[config.mk]
export PLATFORM = sky130hd
export DESIGN_NAME = x86_pipeline
export DESIGN_NICKNAME = d
export VERILOG_FILES = /design/src/rtl/x86_pipe_pkg.sv /design/src/rtl/decode_stage.sv /design/src/rtl/execute.sv /design/src/rtl/operand_stage.sv /design/src/rtl/register_file.sv /design/src/rtl/x86_pipeline.sv
export SDC_FILE = /design/constraint.sdc
export NUM_CORES = 1
export LEC_CHECK = 0
export BUFFER_PORTS_ARGS = -buffer_cell sky130_fd_sc_hd__buf_4
export CAP_MARGIN = 15
export CORE_MARGIN = 4
export CORE_UTILIZATION = 55
export CTS_CLUSTER_DIAMETER = 50
export DETAILED_ROUTE_END_ITERATION = 10
export PLACE_DENSITY = 0.72
export SYNTH_ARGS = -nofsm -noshare
export SYNTH_HDL_FRONTEND = slang
export SYNTH_HIERARCHICAL = 1
export SYNTH_SLANG_ARGS = --single-unit
[constraint.sdc]
create_clock -name CLK -period 5 [get_ports CLK]
set_input_delay 1 -clock CLK [delete_from_list [all_inputs] [get_ports CLK]]
set_output_delay 1 -clock CLK [all_outputs]
set_load 0.05 [all_outputs]
[src/rtl/x86_pipe_pkg.sv]
package x86_pipe_pkg;

   // Datapath widths
   localparam int GPR_W    = 32;
   localparam int HALF_W   = 16;
   localparam int GPR_ID_W = 3;
   localparam int NUM_GPR  = 8;

   // Instruction window, byte 0 in the top byte
   localparam int IR_W = 64;

   // ALU operation codes, same values as the x86 group-1 /reg field
   localparam int ALUK_W = 3;
   localparam logic [ALUK_W-1:0] ALUK_ADD = 3'd0;
   localparam logic [ALUK_W-1:0] ALUK_OR  = 3'd1;
   localparam logic [ALUK_W-1:0] ALUK_AND = 3'd4;
   localparam logic [ALUK_W-1:0] ALUK_SUB = 3'd5;
   localparam logic [ALUK_W-1:0] ALUK_XOR = 3'd6;

   // Register-form opcodes, r/m32 op r32
   localparam logic [7:0] OPC_ADD_RR = 8'h01;
   localparam logic [7:0] OPC_OR_RR  = 8'h09;
   localparam logic [7:0] OPC_AND_RR = 8'h21;
   localparam logic [7:0] OPC_SUB_RR = 8'h29;
   localparam logic [7:0] OPC_XOR_RR = 8'h31;

   // Group 1 with imm32
   localparam logic [7:0] OPC_GRP1_IMM = 8'h81;

   // Operand-size override
   localparam logic [7:0] PFX_OPSIZE = 8'h66;

   // ModRM register form
   localparam logic [1:0] MOD_REG = 2'b11;

   // Flag vector layout
   localparam int FLAGS_W = 4;
   localparam int FLAG_CF = 0;
   localparam int FLAG_ZF = 1;
   localparam int FLAG_SF = 2;
   localparam int FLAG_OF = 3;

endpackage

[src/rtl/decode_stage.sv]
`timescale 1ns/10ps

module decode_stage (
   input  logic                              CLK,
   input  logic                              rst,
   input  logic                              ir_valid,
   input  logic [x86_pipe_pkg::IR_W-1:0]     ir,
   output logic                              de_valid,
   output logic [x86_pipe_pkg::ALUK_W-1:0]   de_aluk,
   output logic [x86_pipe_pkg::GPR_ID_W-1:0] de_dr,
   output logic [x86_pipe_pkg::GPR_ID_W-1:0] de_sr,
   output logic                              de_use_imm,
   output logic [x86_pipe_pkg::GPR_W-1:0]    de_imm,
   output logic                              de_opsize16
);

   // Fetched window and its strobe
   logic                          ir_v_q;
   logic [x86_pipe_pkg::IR_W-1:0] ir_q;

   logic                          has_pfx;
   logic [x86_pipe_pkg::IR_W-1:0] body;
   logic [7:0]                    opc;
   logic [7:0]                    modrm;
   logic [x86_pipe_pkg::GPR_W-1:0] imm;
   logic                          dec_ok;
   logic                          dec_use_imm;
   logic [x86_pipe_pkg::ALUK_W-1:0] dec_aluk;

   function automatic logic [7:0] byte_at(input logic [x86_pipe_pkg::IR_W-1:0] win,
                                          input int n);
      return win[x86_pipe_pkg::IR_W-1-8*n -: 8];
   endfunction

   always_ff @(posedge CLK) begin
      if (rst) begin
         ir_v_q <= 1'b0;
      end else begin
         ir_v_q <= ir_valid;
      end
   end

   always_ff @(posedge CLK) begin
      ir_q <= ir;
   end

   // Drop the 66h byte so the opcode always sits in byte 0
   assign has_pfx = byte_at(ir_q, 0) == x86_pipe_pkg::PFX_OPSIZE;
   assign body    = has_pfx ? {ir_q[x86_pipe_pkg::IR_W-9:0], 8'h00} : ir_q;
   assign opc     = byte_at(body, 0);
   assign modrm   = byte_at(body, 1);

   // imm32 is little endian right after ModRM
   assign imm = {byte_at(body, 5), byte_at(body, 4), byte_at(body, 3), byte_at(body, 2)};

   always_comb begin
      dec_ok      = 1'b0;
      dec_use_imm = 1'b0;
      // Register forms carry the operation in opcode bits 5:3
      dec_aluk    = opc[5:3];
      case (opc)
         x86_pipe_pkg::OPC_ADD_RR,
         x86_pipe_pkg::OPC_OR_RR,
         x86_pipe_pkg::OPC_AND_RR,
         x86_pipe_pkg::OPC_SUB_RR,
         x86_pipe_pkg::OPC_XOR_RR: begin
            dec_ok = 1'b1;
         end
         x86_pipe_pkg::OPC_GRP1_IMM: begin
            dec_use_imm = 1'b1;
            dec_aluk    = modrm[5:3];
            case (modrm[5:3])
               x86_pipe_pkg::ALUK_ADD,
               x86_pipe_pkg::ALUK_OR,
               x86_pipe_pkg::ALUK_AND,
               x86_pipe_pkg::ALUK_SUB,
               x86_pipe_pkg::ALUK_XOR: dec_ok = 1'b1;
               // ADC, SBB and CMP not supported
               default: dec_ok = 1'b0;
            endcase
         end
         default: dec_ok = 1'b0;
      endcase
      // Memory operands are outside this slice
      if (modrm[7:6] != x86_pipe_pkg::MOD_REG) begin
         dec_ok = 1'b0;
      end
   end

   always_ff @(posedge CLK) begin
      if (rst) begin
         de_valid <= 1'b0;
      end else begin
         de_valid <= ir_v_q & dec_ok;
      end
   end

   always_ff @(posedge CLK) begin
      de_aluk     <= dec_aluk;
      de_dr       <= modrm[2:0];
      de_sr       <= modrm[5:3];
      de_use_imm  <= dec_use_imm;
      de_imm      <= imm;
      de_opsize16 <= has_pfx;
   end

endmodule

[src/rtl/execute.sv]
`timescale 1ns/10ps

module execute (
   input  logic                              CLK,
   input  logic                              rst,
   input  logic                              op_valid,
   input  logic [x86_pipe_pkg::ALUK_W-1:0]   op_aluk,
   input  logic [x86_pipe_pkg::GPR_ID_W-1:0] op_dr,
   input  logic [x86_pipe_pkg::GPR_W-1:0]    op_a,
   input  logic [x86_pipe_pkg::GPR_W-1:0]    op_b,
   input  logic                              op_opsize16,
   output logic                              ex_valid,
   output logic [x86_pipe_pkg::GPR_ID_W-1:0] ex_dr,
   output logic [x86_pipe_pkg::GPR_W-1:0]    ex_data,
   output logic                              wb_valid,
   output logic [x86_pipe_pkg::GPR_ID_W-1:0] wb_dr,
   output logic [x86_pipe_pkg::GPR_W-1:0]    wb_data,
   output logic [x86_pipe_pkg::FLAGS_W-1:0]  wb_flags
);

   localparam int W = x86_pipe_pkg::GPR_W;
   localparam int H = x86_pipe_pkg::HALF_W;

   // Extra top bit holds carry or borrow
   logic [W:0]   add_w;
   logic [W:0]   sub_w;
   logic [H:0]   add_h;
   logic [H:0]   sub_h;
   logic [W-1:0] res;
   logic         a_s;
   logic         b_s;
   logic         r_s;
   logic         carry;
   logic         ovf;
   logic [x86_pipe_pkg::FLAGS_W-1:0] flags;

   assign add_w = {1'b0, op_a} + {1'b0, op_b};
   assign sub_w = {1'b0, op_a} - {1'b0, op_b};
   assign add_h = {1'b0, op_a[H-1:0]} + {1'b0, op_b[H-1:0]};
   assign sub_h = {1'b0, op_a[H-1:0]} - {1'b0, op_b[H-1:0]};

   always_comb begin
      case (op_aluk)
         x86_pipe_pkg::ALUK_ADD: res = add_w[W-1:0];
         x86_pipe_pkg::ALUK_SUB: res = sub_w[W-1:0];
         x86_pipe_pkg::ALUK_OR:  res = op_a | op_b;
         x86_pipe_pkg::ALUK_AND: res = op_a & op_b;
         x86_pipe_pkg::ALUK_XOR: res = op_a ^ op_b;
         default:                res = '0;
      endcase
   end

   // Sign bits at the operating width
   assign a_s = op_opsize16 ? op_a[H-1] : op_a[W-1];
   assign b_s = op_opsize16 ? op_b[H-1] : op_b[W-1];
   assign r_s = op_opsize16 ? res[H-1] : res[W-1];

   always_comb begin
      carry = 1'b0;
      ovf   = 1'b0;
      if (op_aluk == x86_pipe_pkg::ALUK_ADD) begin
         carry = op_opsize16 ? add_h[H] : add_w[W];
         ovf   = (a_s == b_s) && (r_s != a_s);
      end else if (op_aluk == x86_pipe_pkg::ALUK_SUB) begin
         carry = op_opsize16 ? sub_h[H] : sub_w[W];
         ovf   = (a_s != b_s) && (r_s != a_s);
      end
      flags = '0;
      flags[x86_pipe_pkg::FLAG_CF] = carry;
      flags[x86_pipe_pkg::FLAG_ZF] = op_opsize16 ? (res[H-1:0] == '0) : (res == '0);
      flags[x86_pipe_pkg::FLAG_SF] = r_s;
      flags[x86_pipe_pkg::FLAG_OF] = ovf;
   end

   // 16-bit ops leave the upper half of the destination alone
   assign ex_data  = op_opsize16 ? {op_a[W-1:H], res[H-1:0]} : res;
   assign ex_valid = op_valid;
   assign ex_dr    = op_dr;

   always_ff @(posedge CLK) begin
      if (rst) begin
         wb_valid <= 1'b0;
      end else begin
         wb_valid <= op_valid;
      end
   end

   always_ff @(posedge CLK) begin
      wb_dr    <= op_dr;
      wb_data  <= ex_data;
      wb_flags <= flags;
   end

endmodule

[src/rtl/operand_stage.sv]
`timescale 1ns/10ps

module operand_stage (
   input  logic                              CLK,
   input  logic                              rst,
   input  logic                              de_valid,
   input  logic [x86_pipe_pkg::ALUK_W-1:0]   de_aluk,
   input  logic [x86_pipe_pkg::GPR_ID_W-1:0] de_dr,
   input  logic [x86_pipe_pkg::GPR_ID_W-1:0] de_sr,
   input  logic                              de_use_imm,
   input  logic [x86_pipe_pkg::GPR_W-1:0]    de_imm,
   input  logic                              de_opsize16,
   input  logic [x86_pipe_pkg::GPR_W-1:0]    rd_data_a,
   input  logic [x86_pipe_pkg::GPR_W-1:0]    rd_data_b,
   input  logic                              ex_valid,
   input  logic [x86_pipe_pkg::GPR_ID_W-1:0] ex_dr,
   input  logic [x86_pipe_pkg::GPR_W-1:0]    ex_data,
   input  logic                              wb_valid,
   input  logic [x86_pipe_pkg::GPR_ID_W-1:0] wb_dr,
   input  logic [x86_pipe_pkg::GPR_W-1:0]    wb_data,
   output logic [x86_pipe_pkg::GPR_ID_W-1:0] rd_id_a,
   output logic [x86_pipe_pkg::GPR_ID_W-1:0] rd_id_b,
   output logic                              op_valid,
   output logic [x86_pipe_pkg::ALUK_W-1:0]   op_aluk,
   output logic [x86_pipe_pkg::GPR_ID_W-1:0] op_dr,
   output logic [x86_pipe_pkg::GPR_W-1:0]    op_a,
   output logic [x86_pipe_pkg::GPR_W-1:0]    op_b,
   output logic                              op_opsize16
);

   logic [x86_pipe_pkg::GPR_W-1:0] fwd_a;
   logic [x86_pipe_pkg::GPR_W-1:0] fwd_b;
   logic [x86_pipe_pkg::GPR_W-1:0] opnd_b;

   // Youngest producer wins, EX before WB before the file
   function automatic logic [x86_pipe_pkg::GPR_W-1:0] forward(
      input logic [x86_pipe_pkg::GPR_ID_W-1:0] id,
      input logic [x86_pipe_pkg::GPR_W-1:0]    rf_data
   );
      logic [x86_pipe_pkg::GPR_W-1:0] sel;
      sel = rf_data;
      if (ex_valid && ex_dr == id) begin
         sel = ex_data;
      end else if (wb_valid && wb_dr == id) begin
         sel = wb_data;
      end
      return sel;
   endfunction

   // Destination doubles as the first operand
   assign rd_id_a = de_dr;
   assign rd_id_b = de_sr;

   always_comb begin
      fwd_a = forward(de_dr, rd_data_a);
      fwd_b = forward(de_sr, rd_data_b);
   end

   assign opnd_b = de_use_imm ? de_imm : fwd_b;

   always_ff @(posedge CLK) begin
      if (rst) begin
         op_valid <= 1'b0;
      end else begin
         op_valid <= de_valid;
      end
   end

   always_ff @(posedge CLK) begin
      op_aluk     <= de_aluk;
      op_dr       <= de_dr;
      op_a        <= fwd_a;
      op_b        <= opnd_b;
      op_opsize16 <= de_opsize16;
   end

endmodule

[src/rtl/register_file.sv]
`timescale 1ns/10ps

module register_file (
   input  logic                              CLK,
   input  logic                              rst,
   input  logic [x86_pipe_pkg::GPR_ID_W-1:0] rd_id_a,
   input  logic [x86_pipe_pkg::GPR_ID_W-1:0] rd_id_b,
   input  logic                              wr_en,
   input  logic [x86_pipe_pkg::GPR_ID_W-1:0] wr_id,
   input  logic [x86_pipe_pkg::GPR_W-1:0]    wr_data,
   output logic [x86_pipe_pkg::GPR_W-1:0]    rd_data_a,
   output logic [x86_pipe_pkg::GPR_W-1:0]    rd_data_b
);

   // EAX..EDI in encoding order
   logic [x86_pipe_pkg::GPR_W-1:0] gpr [x86_pipe_pkg::NUM_GPR];

   always_ff @(posedge CLK) begin
      if (rst) begin
         for (int i = 0; i < x86_pipe_pkg::NUM_GPR; i++) begin
            gpr[i] <= '0;
         end
      end else if (wr_en) begin
         gpr[wr_id] <= wr_data;
      end
   end

   // Reads see the old value during a write
   assign rd_data_a = gpr[rd_id_a];
   assign rd_data_b = gpr[rd_id_b];

endmodule

[src/rtl/x86_pipeline.sv]
`timescale 1ns/10ps

module x86_pipeline (
   input  logic                              CLK,
   input  logic                              rst,
   input  logic                              ir_valid,
   input  logic [x86_pipe_pkg::IR_W-1:0]     ir,
   output logic                              retire_valid,
   output logic [x86_pipe_pkg::GPR_ID_W-1:0] retire_dr,
   output logic [x86_pipe_pkg::GPR_W-1:0]    retire_data,
   output logic [x86_pipe_pkg::FLAGS_W-1:0]  retire_flags
);

   // Decode to operand fetch
   logic                              de_valid;
   logic [x86_pipe_pkg::ALUK_W-1:0]   de_aluk;
   logic [x86_pipe_pkg::GPR_ID_W-1:0] de_dr;
   logic [x86_pipe_pkg::GPR_ID_W-1:0] de_sr;
   logic                              de_use_imm;
   logic [x86_pipe_pkg::GPR_W-1:0]    de_imm;
   logic                              de_opsize16;

   // Register file read ports
   logic [x86_pipe_pkg::GPR_ID_W-1:0] rd_id_a;
   logic [x86_pipe_pkg::GPR_ID_W-1:0] rd_id_b;
   logic [x86_pipe_pkg::GPR_W-1:0]    rd_data_a;
   logic [x86_pipe_pkg::GPR_W-1:0]    rd_data_b;

   // Operand fetch to execute
   logic                              op_valid;
   logic [x86_pipe_pkg::ALUK_W-1:0]   op_aluk;
   logic [x86_pipe_pkg::GPR_ID_W-1:0] op_dr;
   logic [x86_pipe_pkg::GPR_W-1:0]    op_a;
   logic [x86_pipe_pkg::GPR_W-1:0]    op_b;
   logic                              op_opsize16;

   // Forwarding sources and writeback
   logic                              ex_valid;
   logic [x86_pipe_pkg::GPR_ID_W-1:0] ex_dr;
   logic [x86_pipe_pkg::GPR_W-1:0]    ex_data;
   logic                              wb_valid;
   logic [x86_pipe_pkg::GPR_ID_W-1:0] wb_dr;
   logic [x86_pipe_pkg::GPR_W-1:0]    wb_data;
   logic [x86_pipe_pkg::FLAGS_W-1:0]  wb_flags;

   decode_stage decode_stage_inst (
      .CLK, .rst, .ir_valid, .ir,
      .de_valid, .de_aluk, .de_dr, .de_sr, .de_use_imm, .de_imm, .de_opsize16
   );

   register_file register_file_inst (
      .CLK, .rst, .rd_id_a, .rd_id_b,
      .wr_en(wb_valid), .wr_id(wb_dr), .wr_data(wb_data),
      .rd_data_a, .rd_data_b
   );

   operand_stage operand_stage_inst (
      .CLK, .rst,
      .de_valid, .de_aluk, .de_dr, .de_sr, .de_use_imm, .de_imm, .de_opsize16,
      .rd_data_a, .rd_data_b,
      .ex_valid, .ex_dr, .ex_data, .wb_valid, .wb_dr, .wb_data,
      .rd_id_a, .rd_id_b,
      .op_valid, .op_aluk, .op_dr, .op_a, .op_b, .op_opsize16
   );

   execute execute_inst (
      .CLK, .rst,
      .op_valid, .op_aluk, .op_dr, .op_a, .op_b, .op_opsize16,
      .ex_valid, .ex_dr, .ex_data,
      .wb_valid, .wb_dr, .wb_data, .wb_flags
   );

   // Retire is the register file write
   assign retire_valid = wb_valid;
   assign retire_dr    = wb_dr;
   assign retire_data  = wb_data;
   assign retire_flags = wb_flags;

endmodule

# After elaboration in Yosys (flattened, before gate mapping)
# Memory sizes are Yosys's and may differ from the RTL's. A register that Yosys moved wholly into a read port is not among the register bits.
# Index checks and enable logic that the tools add are counted.
# classes
n_bitwise	4
add_sub_neg	4
muxes	31
n_reduce_logical	13
n_eq_ne	23
# op_table
op	n
$mux 32	7
$pmux 32 s5	1
$mux 64	1
$add 32x32->33	1
$sub 32x32->33	1
$and 32x32->32	1
$logic_not 32->1	1
$or 32x32->32	1
$reduce_or 32->1	1
$xor 32x32->32	1
$eq 8x6->1 const B	3
$mux 1	19
$eq 3x3->1 const B	6
$add 16x16->17	1
$sub 16x16->17	1
$logic_not 16->1	1
$eq 3x3->1	4
$reduce_or 5->1	2
$eq 8x1->1 const B	1
$eq 8x4->1 const B	1
$eq 8x7->1 const B	1
$eq 8x8->1 const B	1
$eq 3x1->1 const B	2
$logic_and 1x1->1	6
other kinds (7)	10
# word_totals
ram_bits	256
mem_count	1
elab_cells	95
inputBits	67
out_inout_bits	40
regBits	221
# memory_table
name	depth	width	rd	rd_clocked_by_memory_dff	wr	line_no	source
register_file_inst.gpr	8	32	2	2	8	register_file.sv:16	logic [x86_pipe_pkg::GPR_W-1:0] gpr [x86_pipe_pkg::NUM_GPR];

# Logic depth before layout (Yosys ltp)
# logic_depth
depth_word	8
mapped_depth	16
depth_no_buf	16

# By module
# The synthesis kept the hierarchy.
# modules_own_cells
mod	n_inst	area_per_inst_um2	cells_per_inst	seq_area_each_um2
register_file	1	13645.6	843	7687.4
execute	1	7184.4	1009	800.8
operand_stage	1	3802.4	389	1441.4
decode_stage	1	2864.0	275	2021.9

# Least setup slack after synthesis
# No wires, ideal clock.
# synth_path
path_kind	input to register
startpoint	in rst
endpoint	mem register_file_inst/gpr[0][0] (netlist bit) (enable)
setup_time_ns	0.428
setup_slack_ns	1.261
required_time_ns	4.572
n_path_buf	3
arrival_time_ns	3.311
path_stages	5
path_cell_list	or3b_1 clkbuf_1 buf_6 buf_6 o21bai_1
# synth_rtl
element	line_no	source
from (decl)	x86_pipeline.sv:5	input logic rst,
to (decl)	register_file.sv:16	

# Worst setup path after layout
# layout_path
startpoint	reg operand_stage_inst/op_a[0] (netlist bit)
endpoint	reg execute_inst/wb_flags[1] (netlist bit)
# layout_between
elab_chain_len	4
word_cells_on_any_way	9
classes_between	add/sub: 2; mux: 2; bitwise: 3; reduce/logical: 2
# layout_rtl
element	line_no	source
from (decl)	operand_stage.sv:26	output logic [x86_pipe_pkg::GPR_W-1:0] op_a,
from (signal assigned)	operand_stage.sv:72	op_a <= fwd_a;
$sub 32x32->33, or another cell as far along	execute.sv:38	assign sub_w = {1'b0, op_a} - {1'b0, op_b};
$pmux 32 s5 (*)	execute.sv:43	case (op_aluk)
$logic_not 32->1 / $logic_not 16->1 (equally long branches)	execute.sv:70	flags[x86_pipe_pkg::FLAG_ZF] = op_opsize16 ? (res[H-1:0] == '0) : (res == '0);
$mux 1 (*)	execute.sv:70	
named net execute_inst.flags, one bit	execute.sv:35	logic [x86_pipe_pkg::FLAGS_W-1:0] flags;
to (signal assigned)	execute.sv:91	wb_flags <= flags;
to (decl)	execute.sv:18	output logic [x86_pipe_pkg::FLAGS_W-1:0] wb_flags
# Mark *: on every way through the listed nets, which the timed path passes. The rest lies on a longest branch.
# A chain may end at the register's enable or synchronous reset.

==> reports/results.md <==
| Step | Result | This run |
| --- | --- | --- |
| run status | Run status | complete, no violations |
| cts | Post-CTS resize count | 0 |
| setup path | Setup CP Type | flip-flop to flip-flop |
| cts | Number of hold buffers added after cts | 0 |
| timing | Hold Slack | 0.326 ns |
| final layout | Multi-input gate area | 0.0140 mm2 |
| detailed routing | Detailed-route via count | 21,200 |
| detailed routing | Met1 Routed Length | 33,900 um |
| floorplan | Num rows | 81 |
| timing | Maximum frequency from static timing analysis | 242 MHz |
| final layout | Post-layout net count | 2,675 |
| setup path | Slowest CP cell | a221oi_2 |
| synth | Commonest register cell after synthesis | edfxtp_1 |
| floorplan | Initial Utilization | 55.9% |
| cts | Clock transition at path regs | 0.06 ns |
| grt | Initial antenna violation count | 1 |
| timing | Final worst-path cycle share | 82.8% |
| synth | Multiplexer share of the synthesized area | 16.3% |
| synth | Synthesized area | 0.0275 mm2 |
| placement | Half-perimeter wire length of the detailed placement result | 54,800 um |
| setup path | Worst path arrival time | 4.66 ns |
| final layout | Combined flip-flop and latch cell area | 0.0120 mm2 |
| setup path | Startpoint types | flip-flop |
| setup path | Crit-path max FO | 4 |
| detailed routing | Top layer used by detailed routing | met4 |
| timing | Count of endpoints failing hold in the final timing report | 0 |
| synth | Synthesized-area fraction occupied by ao, oa, aoi and oai cells | 14.3% |
| flow run | Max-cap check violation count | 0 |
| final layout | Fraction of layout instances using a drive strength above 1 | 18.4% |
| floorplan | Die ar. | 0.0536 mm2 |
| setup path | Launching element of the worst setup path | operand_stage_inst/op_a[0]$_DFF_P_ |
| cts | Sink Count | 469 |
| floorplan | Die Ht | 232 um |
| detailed routing | DR iter-0 viols | 2,311 |
| synth | Count of cell types in the netlist | 109 |
| setup path | Family with the most delay on the worst path | compound AO/OA/AOI/OAI gates |
| synth | Synthesized instance count | 2,516 |
| detailed routing | Antenna-violating nets left | 0 |
| placement | Placer Congestion | 0.953 |
| placement | Number of buffers inserted by port buffering | 98 |
| synth | Average cell area after synthesis | 10.9 um2 |
| detailed routing | Routed WL | 80,700 um |
| setup path | CP bufs+invs | 2 |
| pwr | Peak ir drop on the vdd network | 262 uV |
| timing | Final-report max-slew violation count | 0 |
| min path | Hold/Removal Path Class | flip-flop to flip-flop |
| timing | Slew HR | 23.2% |
| detailed routing | DRT Pass-1 Iters | 5 |
| synth | Register area share after synthesis | 43.5% |
| pwr | Power per unit of standard cell area | 368 mW/mm2 |
| synth | Synthesized-area fraction occupied by xor and xnor cells | 0.537% |
| setup path | Delay of the slowest cell on the worst path | 0.53 ns |
| setup path | Launch point of the worst reg-to-reg path | operand_stage_inst/op_a[0]$_DFF_P_ |
| timing | Unrepaired setup endpoints after global routing | no |
| setup path | CP required | 5.52 ns |
| grt | All-Layer GR Usage | 29.3% |
| cts | H-Tree Depth | 2 |
| timing | Final setup vio count | 0 |
| synth | Synthesized flop and latch total | 469 |
| cts | Clk_lat worst skew | 0.62 ns |
| synth | Largest family of logic cells by synthesized area | multiplexers |
| grt | Largest net degree at the start of global routing | 113 |
| synth | Number of flops mapped to enable cells by yosys | 256 |
| timing | Clock skew | 0.0411 ns |
| cts | Cell at the root of the clock tree | clkbuf_16 |
| pwr | Leakage power figure | 11.8 nW |
| cts | Number of setup buffers added after CTS | 0 |
| timing | Slew @ Worst Pin | 1.15 ns |
| detailed routing | Wire length per cell after detailed routing | 25.1 um |
| timing | Post-route minimum period | 4.14 ns |
| floorplan | Chip Width | 232 um |
| detailed routing | Count of unresolved DRC violations after routing | 0 |
| cts | TritonCTS clock tree | yes |
| setup path | CP cell instances | inv_1 > ha_1 > inv_1 > fa_1 > nor2b_4 > o211ai_2 > a211oi_2 > a221oi_2 > o22ai_1 > o21ai_0 > or4b_1 > nor4_2 > nand4b_1 > nor4_2 > a32o_1 |
| grt | Global-route wire length before repair | 122,000 um |
| synth | Share of synthesized registers carrying an async set or reset | 0% |
| detailed routing | Routed length on met2 | 37,000 um |
| placement | Placed inst area | 0.0283 mm2 |
| synth | Warnings from Yosys | 6 |
| floorplan | Count of pins on the block boundary | 107 |
| final layout | Final cell area excluding filler cells | 0.0301 mm2 |
| cts | TritonCTS buffer count | 52 |
| detailed routing | Vias per std cell | 6.60 |
| synth | Syn_nets | 2,689 |
| final layout | Filler cell count | 3,899 |
| setup path | Sort of element at the end of the critical path | flip-flop |
| min path | Worst min-delay path startpoint | decode_stage_inst/de_aluk[2]$_DFF_P_ |
| synth | Adder and majority cell fraction of the synthesized area | 4.88% |
| grt | Via count of the first global-routing pass | 20,200 |
| cts | Max Root-Sink Buffers | 3 |
| synth | Fraction of the mapped netlist area in simple logic gates | 14.4% |
| timing | Sum of negative setup slack | 0 ns |
| final layout | Core utilization of the finished layout | 61.2% |
| grt | Congestion Overflow GR | 0 |
| detailed routing | Routed met3 length | 7390 um |
| floorplan | Core Region | 0.0492 mm2 |
| final layout | Layout-stage area growth over the synthesis result | 9.49% |
-- cell usage after synthesis (15+ instances only) --
master / instances / area [um2]
nand3_1: 28 / 140
nand2_1: 208 / 781
dfxtp_1: 213 / 4260
o31ai_1: 15 / 113
nor2b_1: 18 / 113
a21o_1: 21 / 158
buf_4: 21 / 158
buf_1: 22 / 82.6
mux4_1: 80 / 2100
buf_2: 36 / 180
nor2_1: 156 / 586
o31ai_2: 31 / 388
clkinv_1: 32 / 120
mux2i_1: 52 / 521
edfxtp_1: 256 / 7690
ha_1: 104 / 1300
mux4_2: 48 / 1080
and3_1: 35 / 219
inv_1: 96 / 360
a21oi_1: 132 / 661
nor3_1: 286 / 1430
clkbuf_1: 101 / 379
nand2b_1: 19 / 119
mux2_2: 63 / 709
a221oi_2: 32 / 480
o211ai_1: 28 / 210
o21ai_0: 68 / 340
o21bai_1: 20 / 150
buf_6: 26 / 293
-- cell families after synthesis --
logic type,after synthesis
muxes,247
AOI/OAI and AO/OA,509
adders and majority gates,106
xor gates and xnor gates,16
DFF,469
buffers and inverters,345
and+or+nand+nor,824
-- power breakdown --
| group | switching [mW] | internal [mW] | leakage, nW |
|---|---|---|---|
| combinational | 1.76 | 0.904 | 6.53 |
| sequential | 0.310 | 4.31 | 4.43 |
| clock | 1.63 | 2.17 | 0.835 |
| total | 3.70 | 7.38 | 11.8 |
-- layout by cell type, fill, tap and decap left out, drive strengths merged, types with 13 or more instances in the layout --
cell type,instances
a21oi,133
o211ai,30
o21ai,75
clkbuf,66
o31ai,46
a21o,21
a211oi,16
buf,145
nand2b,19
mux2i,52
mux2,67
o21bai,20
nand3,29
ha,104
mux4,128
nor2b,20
clkinv,50
nand2,210
inv,108
nor2,156
a31oi,13
and3,37
a221oi,43
nor3,286
edfxtp,256
dfxtp,213
-- sequential cells by signal, indices dropped and copies added (netlist names) --
register                        count
register_file_inst/gpr            256
decode_stage_inst/ir_q             56
decode_stage_inst/de_imm           32
execute_inst/wb_data               32
operand_stage_inst/op_a            32
operand_stage_inst/op_b            32
execute_inst/wb_flags               4
decode_stage_inst/de_aluk           3
decode_stage_inst/de_dr             3
decode_stage_inst/de_sr             3
execute_inst/wb_dr                  3
operand_stage_inst/op_aluk          3
operand_stage_inst/op_dr            3
decode_stage_inst/de_opsize16       1
decode_stage_inst/de_use_imm        1
decode_stage_inst/de_valid          1
decode_stage_inst/ir_v_q            1
execute_inst/wb_valid               1
operand_stage_inst/op_opsize16      1
operand_stage_inst/op_valid         1
-- per-layer routing --
layer	GRT usage (%)	vias up
met1	42.0	10400
met4	8.37	0
met5	0	-
met3	4.99	152
met2	46.3	1112
li1	-	9490
-- stage by stage --
stage                     std cells  setup slack [ns]  total power, mW
final                          3210             0.861             11.1
after global routing           3208             0.555             11.5
after CTS                      3207             0.911             11.1
after detailed placement       3111             0.972             7.26
after global placement         3111             0.959             7.22
after floorplan                2516              1.26             6.41
-- worst paths after layout --
path / endpoint / slack [ns] / depth (start not counted)
setup reg to reg: execute_inst/wb_flags[1]$_DFF_P_ / 0.86 / 15
setup / recovery: execute_inst/wb_flags[1]$_DFF_P_ / 0.86 / 15
hold reg to reg: operand_stage_inst/op_aluk[2]$_DFF_P_ / 0.33 / 0
hold / removal: operand_stage_inst/op_aluk[2]$_DFF_P_ / 0.33 / 0
-- cell type report --
| cell class | count | share of cell area [%] |
|---|---|---|
| Multi-Input combinational cell | 1702 | 46.4 |
| Sequential cell | 469 | 39.7 |
| Clock buffer | 66 | 4.63 |
| Timing Repair Buffer | 145 | 3.68 |
| Tap cell | 664 | 2.76 |
| Inverter | 132 | 1.65 |
| Clock inverter | 30 | 1.10 |
| Antenna cell | 2 | 0.0166 |
(Power assumes the default switching activity.)
